`config.mk`:
```
export PLATFORM = sky130hd
export DESIGN_NAME = tcdm_resp_capture
export DESIGN_NICKNAME = d
export VERILOG_FILES = /design/src/hw/tcdm_pkg.sv /design/src/hw/tcdm_resp_capture.sv
export SDC_FILE = /design/constraint.sdc
export NUM_CORES = 1
export LEC_CHECK = 0
export ABC_CLOCK_PERIOD_IN_PS = 2200
export BUFFER_PORTS_ARGS = -buffer_cell sky130_fd_sc_hd__buf_4
export CAP_MARGIN = 20
export CORE_ASPECT_RATIO = 1.5
export CORE_MARGIN = 4
export CORE_UTILIZATION = 49
export DETAILED_ROUTE_END_ITERATION = 12
export PLACE_DENSITY = 0.84
export SYNTH_ARGS = -nofsm -noshare
export SYNTH_HDL_FRONTEND = slang
export SYNTH_SLANG_ARGS = --single-unit
```
`constraint.sdc`:
```
create_clock -name clk_i -period 2.2 [get_ports clk_i]
set_input_delay 0.11 -clock clk_i [delete_from_list [all_inputs] [get_ports clk_i]]
set_output_delay 0.11 -clock clk_i [all_outputs]
set_load 0.01 [all_outputs]
```
`src/hw/tcdm_pkg.sv`:
```
// Shared TCDM widths, vector types and issue FSM states, referenced by scoped name everywhere.
package tcdm_pkg;

  // Word address width.
  // 256 words in the single bank.
  localparam int unsigned AddrWidth = 8;

  // Data word width in bits.
  localparam int unsigned DataWidth = 32;

  // One byte-enable bit per byte of the data word.
  localparam int unsigned BeWidth = 4;

  // Width of one byte lane.
  localparam int unsigned ByteWidth = DataWidth / BeWidth;

  // Number of words held by the bank.
  localparam int unsigned BankWords = 2 ** AddrWidth;

  // Width of the read response counter.
  // It wraps at this width.
  localparam int unsigned CountWidth = 16;

  // Word address on the TCDM request.
  typedef logic [AddrWidth-1:0] tcdm_addr_t;

  // Write data and read data word.
  typedef logic [DataWidth-1:0] tcdm_data_t;

  // Byte enables of a write.
  typedef logic [BeWidth-1:0] tcdm_be_t;

  // Captured response count.
  typedef logic [CountWidth-1:0] rsp_count_t;

  // Request stage states.
  // IDLE has nothing pending.
  // WAIT holds a request until the bank grants it.
  typedef enum logic {
    ISSUE_IDLE = 1'b0,
    ISSUE_WAIT = 1'b1
  } issue_state_e;

endpackage

```
`src/hw/tcdm_resp_capture.sv`:
```
// Result stage: registers read data on each filtered response and counts the responses.
`timescale 1ns/1ns

module tcdm_resp_capture (
  input  logic                 clk_i,
  input  logic                 rst_ni,
  input  logic                 clear_i,
  input  logic                 r_valid_i,
  input  tcdm_pkg::tcdm_data_t r_data_i,
  output logic                 rsp_valid_o,
  output tcdm_pkg::tcdm_data_t rsp_data_o,
  output tcdm_pkg::rsp_count_t rd_count_o
);

  logic                 rsp_valid_q;
  tcdm_pkg::tcdm_data_t rsp_data_q;
  tcdm_pkg::rsp_count_t rd_count_q;

  // One-cycle pulse per response.
  // Clear suppresses it.
  always_ff @(posedge clk_i or negedge rst_ni) begin
    if (!rst_ni) begin
      rsp_valid_q <= 1'b0;
    end else if (clear_i) begin
      rsp_valid_q <= 1'b0;
    end else begin
      rsp_valid_q <= r_valid_i;
    end
  end

  // Counter wraps naturally at its width.
  always_ff @(posedge clk_i or negedge rst_ni) begin
    if (!rst_ni) begin
      rd_count_q <= '0;
    end else if (clear_i) begin
      rd_count_q <= '0;
    end else if (r_valid_i) begin
      rd_count_q <= rd_count_q + tcdm_pkg::rsp_count_t'(1);
    end
  end

  // Last response word.
  // Held between responses.
  always_ff @(posedge clk_i) begin
    if (r_valid_i) begin
      rsp_data_q <= r_data_i;
    end
  end

  assign rsp_valid_o = rsp_valid_q;
  assign rsp_data_o  = rsp_data_q;
  assign rd_count_o  = rd_count_q;

endmodule

```
==> results of run 1 <==
## flip-flops by register name, summed over array words and instances (netlist names)
name and flops:
rsp_valid_o 1, rsp_data_o 32, rd_count_o 16
## area by class of cell
class | count | area [um2]
Clock buffer | 6 | 72.6
Clock inverter | 2 | 15.0
Fill cell | 187 | 581
Inverter | 2 | 7.51
Multi-Input combinational cell | 59 | 408
Sequential cell | 49 | 1390
Tap cell | 42 | 52.6
Timing Repair Buffer | 117 | 958
## power groups by stage
stage | Sequential (mW) | Clock (mW) | Combinational, mW
finish | 1.07 | 0.508 | 0.242
CTS | 1.06 | 0.512 | 0.235
floorplan | 1.11 | 0 | 0.0161
global route | 1.07 | 0.569 | 0.258
detailed placement | 1.08 | 0 | 0.191
global placement | 1.08 | 0 | 0.186
## cell families after synthesis
logic type | count (synthesis)
DFF | 49
and+or+nand+nor | 41
xor gates and xnor gates | 13
buffers and inverters | 5
AOI/OAI and AO/OA | 2
muxes | 2
adders and majority gates | 1
## worst max-delay path, stage by stage, from the launching register on
cell and delay (ps):
dfrtp_1 430, ha_1 210, nand3_1 180, nor4_2 340
xnor2_1 160, nor2_1 60
## final timing paths
kind / endpoint / depth (start not counted)
setup / recovery: rd_count_o[12] / 5
hold / removal: rsp_data_o[12] / 1
setup reg to reg: rd_count_o[12] / 5
hold reg to reg: rd_count_o[13] / 2
max in group asynchronous: rd_count_o[3] / 2
min in group asynchronous: rd_count_o[14] / 2
## placed cells by master, fill, tap and decap left out, types with 3 or more instances in the layout
master,synthesis,layout
dfrtp_1,17,17
clkbuf_8,0,5
edfxtp_1,32,32
nand2_1,5,5
xnor2_1,9,9
nor2_1,17,17
dlygate4sd3_1,0,32
nor4_2,3,3
buf_4,1,85
xor2_1,4,4
nor3_1,4,4
nand3_1,4,4
## through the flow
step	power [mW]	cell area (um2)	hold slack (ps)	setup slack [ps]
after floorplan	1.12	1820	-186	786
after global placement	1.26	2490	-17.1	785
after detailed placement	1.27	2490	-14.9	723
after CTS	1.81	2880	0.238	722
after global routing	1.90	2900	2.57	597
final	1.82	2900	15.8	718
## routing by layer
metal / GRT usage [%] / vias to the layer above / wire length (um) / share of wire [%]
met5: 0 / - / 0 / 0
met3: 6.53 / 2 / 454 / 8.7
met4: 2.09 / 0 / 15 / 0.29
met2: 39.8 / 79 / 2620 / 50
met1: 26.0 / 672 / 2130 / 41
li1: - / 637 / - / -
==> out/metrics.yaml, run 1 <==
finish:
  layout.cells.non_filler: 277
  area_growth_pct: 59.6
  nNetsFinal: 271
  drive_above_1_share_pct: 42.1
  final_util_pct: 83.3
  diodes: 0
timing:
  slew_viol_final: 0
  setup_viol: 0
  max_freq_mhz: 675
  finalSetupTns_ps: 0
  rsz0062_at_grt: "no"
  worst_pin_slew_ps: 404
  skew_ps: 7.01
  hold_violations: 0
  maxSlewHeadroom_pct: 73.1
  post-route-period-util_pct: 67.3
  period_minus_slack_ps: 1480
run_status:
  outcome: "finished, final reports clean"
worst_setup_path:
  critical_path_required_ps: 2380
  endpoint_kind: "flop"
  critPathLaunch: "rd_count_o[0]"
  crit_fanout: 4
  r2r_setup_slack_ps: 720
  cp_data_arrival_time_ps: 1660
  crit_path_start_kind: "flop"
  rr_startpoint: "rd_count_o[0]"
  criticalPathCategory: "reg2reg"
grt:
  grt_max_degree: 34
  grtUsageTotal_pct: 21.7
  gr-total-overflow: 0
  grt_pass1_wl_um: 7490
  antenna_found_initial: 0
  grt_pass1_vias: 1407
synthesis:
  yosys.area.top_type: "edfxtp_1"
  ys_warn_count: 0
  synthFlopType: "edfxtp_1"
  synth_area_um2: 1820
  synth_async_sr_flop_share_pct: 34.7
  synth_compound_area_share_pct: 0.551
  synth_edf_count: 32
  synthTopCellsByArea: "edfxtp_1 53%, dfrtp_1 23%, xnor2_1 4.3%"
  yosysSeqAreaShare_pct: 76.3
  synth_xor_area_share_pct: 6.27
  synth_nets: 150
  synth_top_family_by_area: "simple AND/OR/NAND/NOR gates"
  netlist_instances: 113
  synth.area.mux_share_pct: 1.38
  synth-simple-area-share_pct: 13.6
  avgSynthCellArea_um2: 16.1
  netlist_top_cells_count: "32 x edfxtp_1, 17 x dfrtp_1, 17 x nor2_1, 9 x xnor2_1, 5 x nand2_1"
  ys_ff_latch: 49
  synth_most_common_cell: "edfxtp_1"
  ys_types: 23
  synth_top_area_share_pct: 52.9
  synthAdderAreaFrac_pct: 0.689
clock_tree:
  cts_max_level: 2
  cts_tree: "built"
  clk_latency_ps: 290
  cts_setup_buffers: 0
  postCtsResizedCells: 0
  clk_path_buf_depth: 2
  ctsHoldBuffers: 30
  cts_buffers: 5
  path_clk_slew_ps: 80
  cts_root_buf: "clkbuf_8"
  clkSinkCount: 49
power:
  powerDensity_nw_per_um2: 626
  clockPowerShare_pct: 28.0
  p_int_mw: 1.41
  switching_share_pct: 22.5
  pwr-share-seq_pct: 58.7
  pwr-share-comb_pct: 13.3
  ir_drop_v: 0.000548
  p_sw_uw: 408
  power_leakage_nw: 1.27
placement:
  gp_congestion: 0.802
  hpwl_um: 3150
  io_buffers: 84
  placed_cells_incl_taps: 237
die:
  die-area_um2: 4770
  die_x_um: 57.7
  pin_count: 85
  fp-row-count: 26
  core_area_um2: 3480
  initial_core_util_pct: 52.2
  chipHeight_um: 82.6
hold_path:
  hold_start: "r_data_i[12]"
  hold_path.class: "in2reg"
routing:
  ant_nets: 0
  routed_wl_um: 5220
  num_vias: 1390
  viasPerCell: 5.02
  routedWlPerCell_um: 18.9
  drtPass1Iterations: 4
  drc: 0
  drt_iter0_drc: 36
run:
  maxCapViolations: 0
No activity file was read; power rests on OpenSTA's default activity.
==> inputs of run 2 (changes only) <==
--- a/config.mk
+++ b/config.mk
@@ -5,14 +5,15 @@
 export SDC_FILE = /design/constraint.sdc
 export NUM_CORES = 1
 export LEC_CHECK = 0
-export ABC_CLOCK_PERIOD_IN_PS = 2200
+export ABC_AREA = 1
+export ABC_CLOCK_PERIOD_IN_PS = 1230
 export BUFFER_PORTS_ARGS = -buffer_cell sky130_fd_sc_hd__buf_4
 export CAP_MARGIN = 20
 export CORE_ASPECT_RATIO = 1.5
 export CORE_MARGIN = 4
-export CORE_UTILIZATION = 49
+export CORE_UTILIZATION = 41
 export DETAILED_ROUTE_END_ITERATION = 12
-export PLACE_DENSITY = 0.84
+export PLACE_DENSITY = 0.74
 export SYNTH_ARGS = -nofsm -noshare
 export SYNTH_HDL_FRONTEND = slang
 export SYNTH_SLANG_ARGS = --single-unit
==> constraint.sdc (replaced) <==
create_clock -name clk_i -period 1.23 [get_ports clk_i]
set_input_delay 0.0615 -clock clk_i [delete_from_list [all_inputs] [get_ports clk_i]]
set_output_delay 0.0615 -clock clk_i [all_outputs]
set_load 0.01 [all_outputs]
==> out/metrics.yaml, run 2 <==
worst_setup_path:
  crit_family: "simple AND/OR/NAND/NOR gates"
  crit_slowest_cell: "dfrtp_1"
  crit_buf_inv: 0  # unchanged
  crit_top_cell: "nand2_1"
  crit_fanout: 4  # unchanged
  crit_path_cell_trace: "ha_2, nand3_4, nor2_4, and2_4, nand2_1, nand2_1, nor2_1"
  endpoint_kind: "flop"
  critical_path_required_ps: 1430  # -950 ps
  criticalPathCategory: "reg2reg"
  crit_path_start_kind: "flop"
  cp_data_arrival_time_ps: 1400  # -260 ps
  critical_path.max_stage_delay_ps: 360  # -70 ps
routing:
  ant_nets: 0  # unchanged
  drtPass1Iterations: 5  # +1
  wl_met3_um: 398  # -12%
  routed_wl_um: 5280  # +1.1%
  dr.max_layer_used: "met4"
  drt_iter0_drc: 70  # +94%
  viasPerCell: 4.76  # -5.1%
  routedWlPerCell_um: 15.8  # -16%
  num_vias: 1590  # +14%
  wl_met1_um: 2130  # about the same
  drc: 0  # unchanged
  dr_wl_met2_um: 2680  # +2.3%
run_status:
  outcome: "finished, final reports clean"
finish:
  layout_commonest_cell: "buf_4"
  drive_above_1_share_pct: 42.0  # -0.11 points
  finalInstanceArea_um2: 3080  # +6.2%
  area_growth_pct: 64.9
  diodes: 0  # unchanged
  mostFrequentLayoutCells: "91 x buf_4, 34 x dlygate4sd3_1, 32 x edfxtp_1, 29 x nand2_1, 21 x nor2_1"
  largest_reg_flops: 32  # unchanged
  final_util_pct: 71.3  # -12 points
  nNetsFinal: 324  # +20%
timing:
  hold_slack_ps: 82.1  # +66.4 ps
  maxSlewHeadroom_pct: 79.1  # +6.0 points
  slew_viol_final: 0  # unchanged
  worst_pin_slew_ps: 314  # -89.7 ps
  rsz0062_at_grt: "yes"
  skew_ps: 4.41  # -2.59 ps
  finalSetupTns_ps: 0  # unchanged
  max_freq_mhz: 835  # +24%
  period_minus_slack_ps: 1200  # -284 ps
  hold_violations: 0  # unchanged
  setup_viol: 0  # unchanged
  post-route-period-util_pct: 97.4  # +30 points
placement:
  gp_congestion: 0.811  # +1.1%
  hpwl_um: 3350  # +6.3%
  io_buffers: 84  # unchanged
  dpl_cell_area_um2: 2590  # +4.0%
hold_path:
  hold_path.class: "in2reg"
grt:
  grt_pass1_wl_um: 8160  # +8.9%
  grt_max_degree: 27  # -21%
  grt_pass1_vias: 1535  # +9.1%
  gr-total-overflow: 0  # unchanged
  grtUsageTotal_pct: 18.7  # -3.0 points
  antenna_found_initial: 0  # unchanged
synthesis:
  synth_top_family_by_area: "simple AND/OR/NAND/NOR gates"
  netlist_instances: 156  # +38%
  yosys.area.top_type: "edfxtp_1"
  avgSynthCellArea_um2: 12.0  # -26%
  synth_edf_count: 32  # unchanged
  synthFlopType: "edfxtp_1"
  ys_warn_count: 0  # unchanged
  synth_top_area_share_pct: 51.4  # -1.5 points
  synth_nets: 193  # +29%
  synth_compound_area_share_pct: 3.75  # +3.2 points
  synth_async_sr_flop_share_pct: 34.7  # unchanged
  synthTopCellsByArea: "edfxtp_1 51%, dfrtp_1 23%, nand2_1 5.8%"
  ys_ff_latch: 49  # unchanged
  synth-simple-area-share_pct: 17.5  # +3.9 points
  synth_xor_area_share_pct: 0  # -6.3 points
  synth_area_um2: 1870  # +2.8%
  yosysSeqAreaShare_pct: 74.2  # -2.1 points
  synth.area.mux_share_pct: 0  # -1.4 points
  ys_types: 20  # -13%
  netlist_top_cells_count: "32 x edfxtp_1, 29 x nand2_1, 23 x nor2_1, 17 x dfrtp_1, 16 x inv_1"
  synthAdderAreaFrac_pct: 0.670  # -0.019 points
  synth_most_common_cell: "edfxtp_1"
die:
  fp-row-count: 29  # +12%
  chipHeight_um: 90.7  # +9.8%
  die-area_um2: 5720  # +20%
  core_area_um2: 4320  # +24%
  die_x_um: 63.1  # +9.4%
  pin_count: 85  # unchanged
  initial_core_util_pct: 43.3  # -8.9 points
clock_tree:
  clk_path_buf_depth: 2  # unchanged
  clk_latency_ps: 300  # about the same
  cts_buffers: 5  # unchanged
  cts_tree: "built"
  cts_root_buf: "clkbuf_8"
  path_clk_slew_ps: 90  # about the same
  cts_max_level: 2  # unchanged
  clkSinkCount: 49  # unchanged
power:
  power_mw: 3.45  # +90%
  power_leakage_nw: 1.38  # +9.0%
  ir_drop_v: 0.000719  # +31%
  powerDensity_nw_per_um2: 1120  # +79%
run:
  maxCapViolations: 0  # unchanged
run 2: metal layers:
layer / up-vias / track usage (%)
li1: 782 / -
met1: 726 / 22.4
met2: 77 / 32.0
met3: 5 / 5.35
met4: 0 / 6.08
met5: - / 0
run 2: per-stage QoR:
stage | worst slack (ps) | std cells
after floorplan | -14.4 | 156
after global placement | 58.3 | 290
after detailed placement | 5.11 | 290
after CTS | -14.7 | 332
after global routing | -47.6 | 334
final | 32.5 | 334
run 2: kinds of logic after synthesis:
| kind of cell | Yosys count |
|---|---|
| DFF | 49 |
| buffers and inverters | 19 |
| and+or+nand+nor | 73 |
| adders and majority gates | 1 |
| AOI/OAI and AO/OA | 14 |
run 2: area by class of cell:
class                   count  area [um2]
fillers                   287        1240
clock buffers               6        72.6
flip-flops and latches     49        1390
multi-input cells          88         449
well taps                  46        57.6
repair buffers            125        1020
inverters                  18        71.3
clock inverters             2        15.0
run 2: worst paths after layout:
| check | start | slack (ps) | cells past startpoint | end |
|---|---|---|---|---|
| max reg2reg | rd_count_o[1] | 30 | 7 | rd_count_o[10] |
| min reg2reg | rd_count_o[3] | 520 | 1 | rd_count_o[3] |
| min in group asynchronous | rst_ni | 160 | 2 | rsp_valid_o |
| max in group asynchronous | rst_ni | 860 | 2 | rd_count_o[4] |
| min | r_valid_i | 80 | 1 | rsp_data_o[10] |
| max | rd_count_o[1] | 30 | 7 | rd_count_o[10] |
run 2: what timing repair did:
item | CTS | global route
gates resized for setup | 0 | 17
endpoints found under the setup margin | 1 | 11
setup buffers | 0 | 2
pin swaps | 0 | 2
endpoints found under the hold margin | 52 | 0
hold buffers | 34 | 0
run 2: where the power goes:
group,switching (mW),internal [mW],leakage (nW)
combinational,0.245,0.331,0.804
sequential,0.0479,1.88,0.541
clock,0.538,0.401,0.0374
run 2: worst register-to-register path, stage by stage (launching register included):
cell and delay [ps]:
dfrtp_1 360, ha_2 210, nand3_4 100, nor2_4 120, and2_4 160, nand2_1 50, nand2_1 60, nor2_1 40
