[src/hw/tcdm_pkg.sv]
// Shared TCDM widths, vector types and issue FSM states, referenced by scoped name everywhere.
package tcdm_pkg;

  // Word address width.
  // 256 words in the single bank.
  localparam int unsigned AddrWidth = 8;

  // Data word width in bits.
  localparam int unsigned DataWidth = 32;

  // One byte-enable bit per byte of the data word.
  localparam int unsigned BeWidth = 4;

  // Width of one byte lane.
  localparam int unsigned ByteWidth = DataWidth / BeWidth;

  // Number of words held by the bank.
  localparam int unsigned BankWords = 2 ** AddrWidth;

  // Width of the read response counter.
  // It wraps at this width.
  localparam int unsigned CountWidth = 16;

  // Word address on the TCDM request.
  typedef logic [AddrWidth-1:0] tcdm_addr_t;

  // Write data and read data word.
  typedef logic [DataWidth-1:0] tcdm_data_t;

  // Byte enables of a write.
  typedef logic [BeWidth-1:0] tcdm_be_t;

  // Captured response count.
  typedef logic [CountWidth-1:0] rsp_count_t;

  // Request stage states.
  // IDLE has nothing pending.
  // WAIT holds a request until the bank grants it.
  typedef enum logic {
    ISSUE_IDLE = 1'b0,
    ISSUE_WAIT = 1'b1
  } issue_state_e;

endpackage

[src/hw/tcdm_req_issue.sv]
// Request stage that turns command strobes into a held TCDM request, one command per cycle.
`timescale 1ns/1ns

module tcdm_req_issue (
  input  logic                 clk_i,
  input  logic                 rst_ni,
  input  logic                 cmd_valid_i,
  input  logic                 cmd_write_i,
  input  tcdm_pkg::tcdm_addr_t cmd_addr_i,
  input  tcdm_pkg::tcdm_data_t cmd_wdata_i,
  input  tcdm_pkg::tcdm_be_t   cmd_be_i,
  input  logic                 gnt_i,
  output logic                 cmd_ready_o,
  output logic                 req_o,
  output logic                 wen_o,
  output tcdm_pkg::tcdm_addr_t add_o,
  output tcdm_pkg::tcdm_data_t data_o,
  output tcdm_pkg::tcdm_be_t   be_o
);

  tcdm_pkg::issue_state_e state_q;
  tcdm_pkg::issue_state_e state_d;

  // Command taken this cycle.
  logic accept;

  // Held request fields.
  logic                 wen_q;
  tcdm_pkg::tcdm_addr_t add_q;
  tcdm_pkg::tcdm_data_t data_q;
  tcdm_pkg::tcdm_be_t   be_q;

  // Ready when nothing is pending.
  // Also ready in the cycle the pending request is granted, so a new
  // command chains directly behind it.
  assign cmd_ready_o = (state_q == tcdm_pkg::ISSUE_IDLE) || gnt_i;
  assign accept      = cmd_valid_i && cmd_ready_o;

  always_comb begin
    state_d = state_q;
    case (state_q)
      tcdm_pkg::ISSUE_IDLE: begin
        if (accept) begin
          state_d = tcdm_pkg::ISSUE_WAIT;
        end
      end
      tcdm_pkg::ISSUE_WAIT: begin
        // Grant without a chained command empties the stage.
        if (gnt_i && !accept) begin
          state_d = tcdm_pkg::ISSUE_IDLE;
        end
      end
      default: begin
        state_d = tcdm_pkg::ISSUE_IDLE;
      end
    endcase
  end

  always_ff @(posedge clk_i or negedge rst_ni) begin
    if (!rst_ni) begin
      state_q <= tcdm_pkg::ISSUE_IDLE;
    end else begin
      state_q <= state_d;
    end
  end

  // Request fields load on acceptance only.
  // They stay stable while the request waits for its grant.
  always_ff @(posedge clk_i) begin
    if (accept) begin
      // TCDM wen is high for a read.
      wen_q  <= !cmd_write_i;
      add_q  <= cmd_addr_i;
      data_q <= cmd_wdata_i;
      be_q   <= cmd_be_i;
    end
  end

  assign req_o  = (state_q == tcdm_pkg::ISSUE_WAIT);
  assign wen_o  = wen_q;
  assign add_o  = add_q;
  assign data_o = data_q;
  assign be_o   = be_q;

endmodule

[config.mk]
export PLATFORM = sky130hd
export DESIGN_NAME = tcdm_req_issue
export DESIGN_NICKNAME = d
export VERILOG_FILES = /design/src/hw/tcdm_pkg.sv /design/src/hw/tcdm_req_issue.sv
export SDC_FILE = /design/constraint.sdc
export NUM_CORES = 1
export LEC_CHECK = 0
export BUFFER_PORTS_ARGS = -buffer_cell sky130_fd_sc_hd__buf_2
export CORE_ASPECT_RATIO = 1.1
export CORE_UTILIZATION = 36
export DETAILED_ROUTE_END_ITERATION = 8
export PLACE_DENSITY = 0.75
export SLEW_MARGIN = 15
export SYNTH_ARGS = -nofsm -noshare
export SYNTH_HDL_FRONTEND = slang
export SYNTH_SLANG_ARGS = --single-unit
[constraint.sdc]
create_clock -name clk_i -period 1.2 [get_ports clk_i]
set_input_delay 0 -clock clk_i [delete_from_list [all_inputs] [get_ports clk_i]]
set_output_delay 0 -clock clk_i [all_outputs]
set_load 0.005 [all_outputs]
==> results.md, run 1 <==
* Period Utilization, post-route at 0.9756
* Worst hold path type: in -> reg
* Layout Nets at 253
* Status: finished clean
* Share of cells above drive strength 1 at 0.5268
* GRT overflow at 0
* Post-Route WL at 3737 um
* Number of vias per cell at 4.212
* Average size of a mapped cell at 28.18 um^2
* Synthesis-to-layout area growth at 84.10%
* Initial antenna violation count at 0
* Setup bufs post-CTS at 0
* Vias in the first global route at 1,174
* RSZ-0062 raised after global routing: yes
* Commonest non-fill, non-tap cell in the layout: buf_2
* Die area at 4168 um^2
* Initial Util at 0.3825
* Setup crit end kind: flop
* Core area at 3684 um^2
* Setup WS pre-CTS at 0.05424 ns
* DRT antenna net count at 0
* Die extent in x at 61.65 um
* Hold WS at 0.4181 ns
* Largest net degree at the start of global routing at 23
* Cell count after synthesis at 50
* Clock skew at 0.004275 ns
* Fmax at 854.2 MHz
* Post-CTS Resized at 0
* Share of power burned in registers at 0.566
* Reg2Reg Depth at 3
* P_leak at 1.119 nW
* Final setup violation count at 0
* Synth Warn # at 0
* DR iter-0 viols at 33
* Reg-to-Reg Start: req_o$_DFF_PN0_
* Reg2reg setup slack at 0.03 ns
* Register bit total from synthesis at 46
* Count of different cell masters after synthesis at 6
* Reg-to-reg endpoint: data_o[29]$_DFFE_PP_
* Seq/Total Area, Yosys at 0.9769
* Hold Vio Cnt, Final at 0
* Total CTS buffers at 5
* First-pass GRT wire length at 5526 um
* # fillers at 265
* CTS tree: done
* Class of the most critical setup path: reg -> reg
* Worst hold path cell count at 2
* Max Fanout on Critical Path at 22
* GRT Total Usage at 0.2010
* Detail Placement HPWL at 2044 um
* First-pass iteration count of the detailed router at 4
* Max Cap Viol at 0
* Worst EP arrival at 1.17 ns
* CTS HTree Levels at 2
* Routed length per instance at 14.65 um
* Setup ws final at 0.02928 ns
* Synth Cell Area at 1409 um^2
* Worst Tran Pin Value at 0.1545 ns
* Cell area after layout at 2594 um^2
* DP Area at 1994 um^2
* CTS max path bufs at 2
* Port Buf Inserts at 95
* Slew Limit Fails at 0
* Combinational power share at 0.113
* Headroom to the max-slew limit at 0.8970
* Tmin final at 1.171 ns
* Mapped Nets at 99
* Internal power at 2.719 mW
* Hold EP: data_o[11]$_DFFE_PP_
* Overall Power at 3.349 mW
* Placer Congestion at 0.7004
* Switching part of the total power at 0.1881
* Data required time of the worst path at 1.19 ns
* Clk slew on worst S/H paths at 0.07 ns
* Cell Pwr Density at 1291 nW/um^2
* Ports at 96
* Die height at 67.61 um
* DRC Markers at 0
* Ant diodes at 0
* Leading cell types in the layout, fill and taps excluded: buf_2 (95), dlygate4sd3_1 (49), edfxtp_1 (45)
* Clk sinks at 46
* Row count at 23
* Sw Pwr at 0.6300 mW
* Root Driver: clkbuf_8
* Worst-Skew Late Latency at 0.28 ns
* Setup TNS Final at 0 ns
* Hold_sp: cmd_wdata_i[11]
* Clock power share at 0.322
* Vias at 1,074
* Maximum VDD drop at 946.9 uV
* CP startpoint kind: flop
cell usage after synthesis (all sizes together):
master,instances,area (um^2)
inv,1,3.750
dfrtp,1,25.02
edfxtp,45,1351
nand2b,2,20.02
and2,1,8.760
stage by stage:
stage / cells / utilization
after detailed placement: 198 / 0.5414
after floorplan: 50 / -
after global routing: 255 / 0.7041
final: 255 / 0.7041
after global placement: 198 / 0.5414
after CTS: 255 / 0.7041
flip-flops by register name (all words and copies together) (netlist names):
register  cells
data_o       32
be_o          4
req_o         1
wen_o         1
add_o         8
worst max path at each step:
stage                    startpoint              endpoint  slack, ns  cells past startpoint
floorplan           req_o$_DFF_PN0_    add_o[0]$_DFFE_PP_      -0.07                      2
global placement    req_o$_DFF_PN0_  data_o[12]$_DFFE_PP_        0.1                      3
detailed placement  req_o$_DFF_PN0_  data_o[11]$_DFFE_PP_       0.05                      3
CTS                 req_o$_DFF_PN0_    add_o[5]$_DFFE_PP_       0.03                      3
global route        req_o$_DFF_PN0_  data_o[29]$_DFFE_PP_      -0.02                      3
finish              req_o$_DFF_PN0_  data_o[29]$_DFFE_PP_       0.03                      3
power groups by stage:
stage | clock network (mW) | logic (mW) | registers, mW
2_1_floorplan | 0 | 0.0376 | 1.94
3_5_place_dp | 0 | 0.246 | 1.93
6_report | 1.08 | 0.377 | 1.89
5_1_grt | 1.18 | 0.410 | 1.90
4_1_cts | 1.12 | 0.369 | 1.89
3_3_place_gp | 0 | 0.236 | 1.92
kinds of logic (layout without fill, tap and decap cells):
logic type,count (synthesis),after routing,share of synthesized area
buffers and inverters,1,156,0.002662
and+or+nand+nor,3,3,0.02043
DFF,46,46,0.9769
area by class of cell:
type,count,area (um^2),area share
clock buffer,5,68.82,0.02653
clock inverter,3,40.04,0.01544
sequential,46,1376,0.5306
timing repair buffer,147,1013,0.3907
multi-input combinational,3,28.78,0.01110
tap,50,62.56,0.02412
inverter,1,3.754,0.001447
worst max-delay path, cell delays in order, from the launching register on:
cell and delay, ns:
dfrtp_1 0.42, nand2b_4 0.10, and2_4 0.18, buf_12 0.17
layer usage:
layer / global-route usage / vias up / wire length (um)
li1: - / 504 / -
met1: 0.2151 / 489 / 1346
met2: 0.3306 / 74 / 1894
met3: 0.09195 / 7 / 419
met4: 0.1000 / 0 / 76
met5: 0 / - / 0
repair_timing:
| item | in CTS | in global routing |
|---|---|---|
| hold buffers | 49 | 0 |
| endpoints found under the setup margin | 0 | 22 |
| endpoints found under the hold margin | 47 | 0 |
Power figures use the tool's default switching activity.
==> run 2, diff against run 1 <==
--- a/config.mk
+++ b/config.mk
@@ -5,8 +5,8 @@
 export SDC_FILE = /design/constraint.sdc
 export NUM_CORES = 1
 export LEC_CHECK = 0
+export ABC_AREA = 1
 export BUFFER_PORTS_ARGS = -buffer_cell sky130_fd_sc_hd__buf_2
-export CORE_ASPECT_RATIO = 1.1
 export CORE_UTILIZATION = 36
 export DETAILED_ROUTE_END_ITERATION = 8
 export PLACE_DENSITY = 0.75
==> run 2 against run 1 <==
Critical path depth unchanged. Non-clock buffer count rose by 3. Clock skew increased by 0.0036 ns. Sequential power is essentially flat. Die area down 0.60%. First-iteration DRC count rose by 27%. Setup slack lost 0.0099 ns. Maximum frequency down 0.84%. Global-route usage rose by 0.15 points. Combinational power increased by 8.8%. Wire length is 7.4% higher. Clock power up 24%. Critical path type unchanged. Largest power group unchanged.
==> results.md, run 2 <==
* Worst-Skew Late Latency at 0.29 ns (about the same)
* Class of the most critical setup path: reg -> reg
* Final setup violation count at 0 (unchanged)
* First-pass iteration count of the detailed router at 4 (unchanged)
* Row count at 22 (-4.3%)
* Most used cell, CP: buf_12
* Ant diodes at 0 (unchanged)
* Status: finished clean
* Largest net degree at the start of global routing at 30 (+30%)
* Data required time of the worst path at 1.20 ns (about the same)
* Commonest non-fill, non-tap cell in the layout: buf_2
* Vias at 1,139 (+6.1%)
* Clk sinks at 46 (unchanged)
* Tmin final at 1.181 ns (+0.009908 ns)
* Period Utilization, post-route at 0.9839 (+0.008256)
* DRT antenna net count at 0 (unchanged)
* Average size of a mapped cell at 26.92 um^2 (-4.4%)
* Cell area after layout at 2679 um^2 (+3.3%)
* Max Fanout on Critical Path at 16 (-27%)
* Async S/R FF share, synth at 0.02174 (unchanged)
* Cell count after synthesis at 52 (+4.0%)
* Top cell type's share of synthesized area at 0.9651 (+0.006000)
* Number of synthesized flops with an enable pin at 45 (unchanged)
* Register bit total from synthesis at 46 (unchanged)
* Worst EP arrival at 1.18 ns (about the same)
* Vias in the first global route at 1,166 (-0.68%)
* GRT overflow at 0 (unchanged)
* Post-layout util at 0.7263 (+0.02211)
* First-pass GRT wire length at 5775 um (+4.5%)
* Count leader, synth: edfxtp_1
* Largest register FFs at 32 (unchanged)
* Overall Power at 3.644 mW (+8.8%)
* Slowest-stage cell, CP: dfrtp_1
* Ports at 96 (unchanged)
* Initial antenna violation count at 0 (unchanged)
* CTS max path bufs at 2 (unchanged)
* CTS HTree Levels at 2 (unchanged)
* Count of different cell masters after synthesis at 5 (-1)
* Hold Vio Cnt, Final at 0 (unchanged)
* Maximum VDD drop at 969.3 uV (+2.4%)
* CP startpoint kind: flop
* Cell Pwr Density at 1360 nW/um^2 (+5.3%)
* Number of vias per cell at 4.415 (+4.8%)
* Ys flop type: edfxtp_1
* Synth Warn # at 0 (unchanged)
* Port Buf Inserts at 95 (unchanged)
* Met2 WL post-DR at 2100 um (+11%)
* DR iter-0 viols at 42 (+27%)
* Clk slew on worst S/H paths at 0.09 ns (+0.02 ns)
* Non-Filler Instances at 258 (+1.2%)
* Worst hold path type: in -> reg
* Leading cell types in the layout, fill and taps excluded: buf_2 (95), dlygate4sd3_1 (49), edfxtp_1 (45)
* P_leak at 1.159 nW (+3.6%)
* Post-Route WL at 4014 um (+7.4%)
* Headroom to the max-slew limit at 0.9054 (+0.008420)
* Core area at 3689 um^2 (+0.14%)
* Initial Util at 0.3796 (-0.002893)
* Max Cap Viol at 0 (unchanged)
* Root Driver: clkbuf_8
* Detail Placement HPWL at 1975 um (-3.4%)
* Seq/Total Area, Yosys at 0.9830 (+0.006111)
* DP Area at 1987 um^2 (-0.38%)
* Die extent in x at 64.37 um (+4.4%)
* Wl on met1 at 1414 um (+5.1%)
* Placed Cells at 197 (-0.51%)
* Met3 routed WL at 432 um (+3.1%)
* Post-synth top area cell: edfxtp_1
* Total CTS buffers at 5 (unchanged)
* Layout Nets at 258 (+2.0%)
* Synthesis-to-layout area growth at 91.33%
* Share of cells above drive strength 1 at 0.5238 (-0.003020)
* GRT Total Usage at 0.2025 (+0.001503)
* CP peak stage delay at 0.42 ns (about the same)
* Worst Path Buf+Inv at 2 (+1)
* DRC Markers at 0 (unchanged)
* Fmax at 847.0 MHz (-0.84%)
* Post-CTS Resized at 0 (unchanged)
* Die height at 64.37 um (-4.8%)
* Clock skew at 0.007876 ns (+0.003601 ns)
* CTS tree: done
* Routed length per instance at 15.56 um (+6.2%)
* Setup crit end kind: flop
* Placer Congestion at 0.6968 (-0.51%)
* Top Family by Delay on Critical Path: flip-flops
* Mapped Nets at 101 (+2.0%)
* Worst Tran Pin Value at 0.1418 ns (-0.01263 ns)
* Synth cell count leaders: edfxtp_1 (45), inv_1 (3), nand2_1 (2)
* Slew Limit Fails at 0 (unchanged)
* Synth Cell Area at 1400 um^2 (-0.62%)
* Most area-consuming cells after synthesis: edfxtp_1 (97%), dfrtp_1 (1.8%), inv_1 (0.80%), nand2_1 (0.54%), a21oi_1 (0.36%)
* Crit-path cells: a21oi_4 -> buf_12 -> buf_12
* Die area at 4143 um^2 (-0.60%)
* Highest routed layer: met4
run 2: cell count changes in the layout (fill, tap and decap cells not counted), sizes merged:
cell / delta
a21oi: +1
and2: -1
buf: +2
bufinv: +1
clkbuf: +1
clkinv: -1
inv: +2
nand2: +2
nand2b: -2
run 2: worst paths after layout:
kind | startpoint | to | slack [ns] | cells past startpoint
max in group asynchronous | rst_ni | req_o$_DFF_PN0_ | 0.56 | 3
worst min register to register | req_o$_DFF_PN0_ | req_o$_DFF_PN0_ | 0.70 | 3
worst max register to register | req_o$_DFF_PN0_ | data_o[20]$_DFFE_PP_ | 0.02 | 3
min in group asynchronous | rst_ni | req_o$_DFF_PN0_ | 0.54 | 3
worst min-delay path | cmd_wdata_i[3] | data_o[3]$_DFFE_PP_ | 0.41 | 2
worst max-delay path | req_o$_DFF_PN0_ | data_o[20]$_DFFE_PP_ | 0.02 | 3
run 2: area by class of cell:
type / count / area, um^2
flip-flops and latches: 46 / 1376
repair buffers: 150 / 1070
fillers: 232 / 1010
clock buffers: 5 / 68.82
clock inverters: 3 / 68.82
well taps: 48 / 60.06
multi-input cells: 3 / 23.77
inverters: 3 / 11.26
run 2: kinds of logic (layout without fill, tap and decap cells):
| group | Yosys count | in the layout | synth area share |
|---|---|---|---|
| buffers and inverters | 3 | 161 | 0.008042 |
| and+or+nand+nor | 2 | 2 | 0.005364 |
| DFF | 46 | 46 | 0.9830 |
| AOI/OAI and AO/OA | 1 | 1 | 0.003571 |
run 2: timing repair:
action | CTS | global route
hold endpoints to repair | 47 | 0
buffers inserted | 0 | 2
endpoints found under the setup margin | 0 | 29
hold buffers | 49 | 0
run 2: layer usage:
metal	GRT usage	vias to the layer above
met5	0	-
met4	0.07500	0
met3	0.09464	8
met2	0.3645	87
met1	0.1998	529
li1	-	515
run 2: through the flow:
| stage | worst slack, ns | hold slack, ns | TNS, ns |
|---|---|---|---|
| 6_report | 0.01937 | 0.4128 | 0 |
| 4_1_cts | 0.04912 | 0.4006 | 0 |
| 3_3_place_gp | 0.08320 | -0.2248 | 0 |
| 3_5_place_dp | 0.05854 | -0.2221 | 0 |
| 5_1_grt | -0.01196 | 0.3985 | -0.1034 |
| 2_1_floorplan | -0.4263 | -0.2956 | -19.18 |
run 2: power breakdown:
part	internal [mW]	switching, mW	total [mW]
registers	1.87	0.0260	1.89
logic	0.258	0.152	0.410
clock network	0.834	0.506	1.34
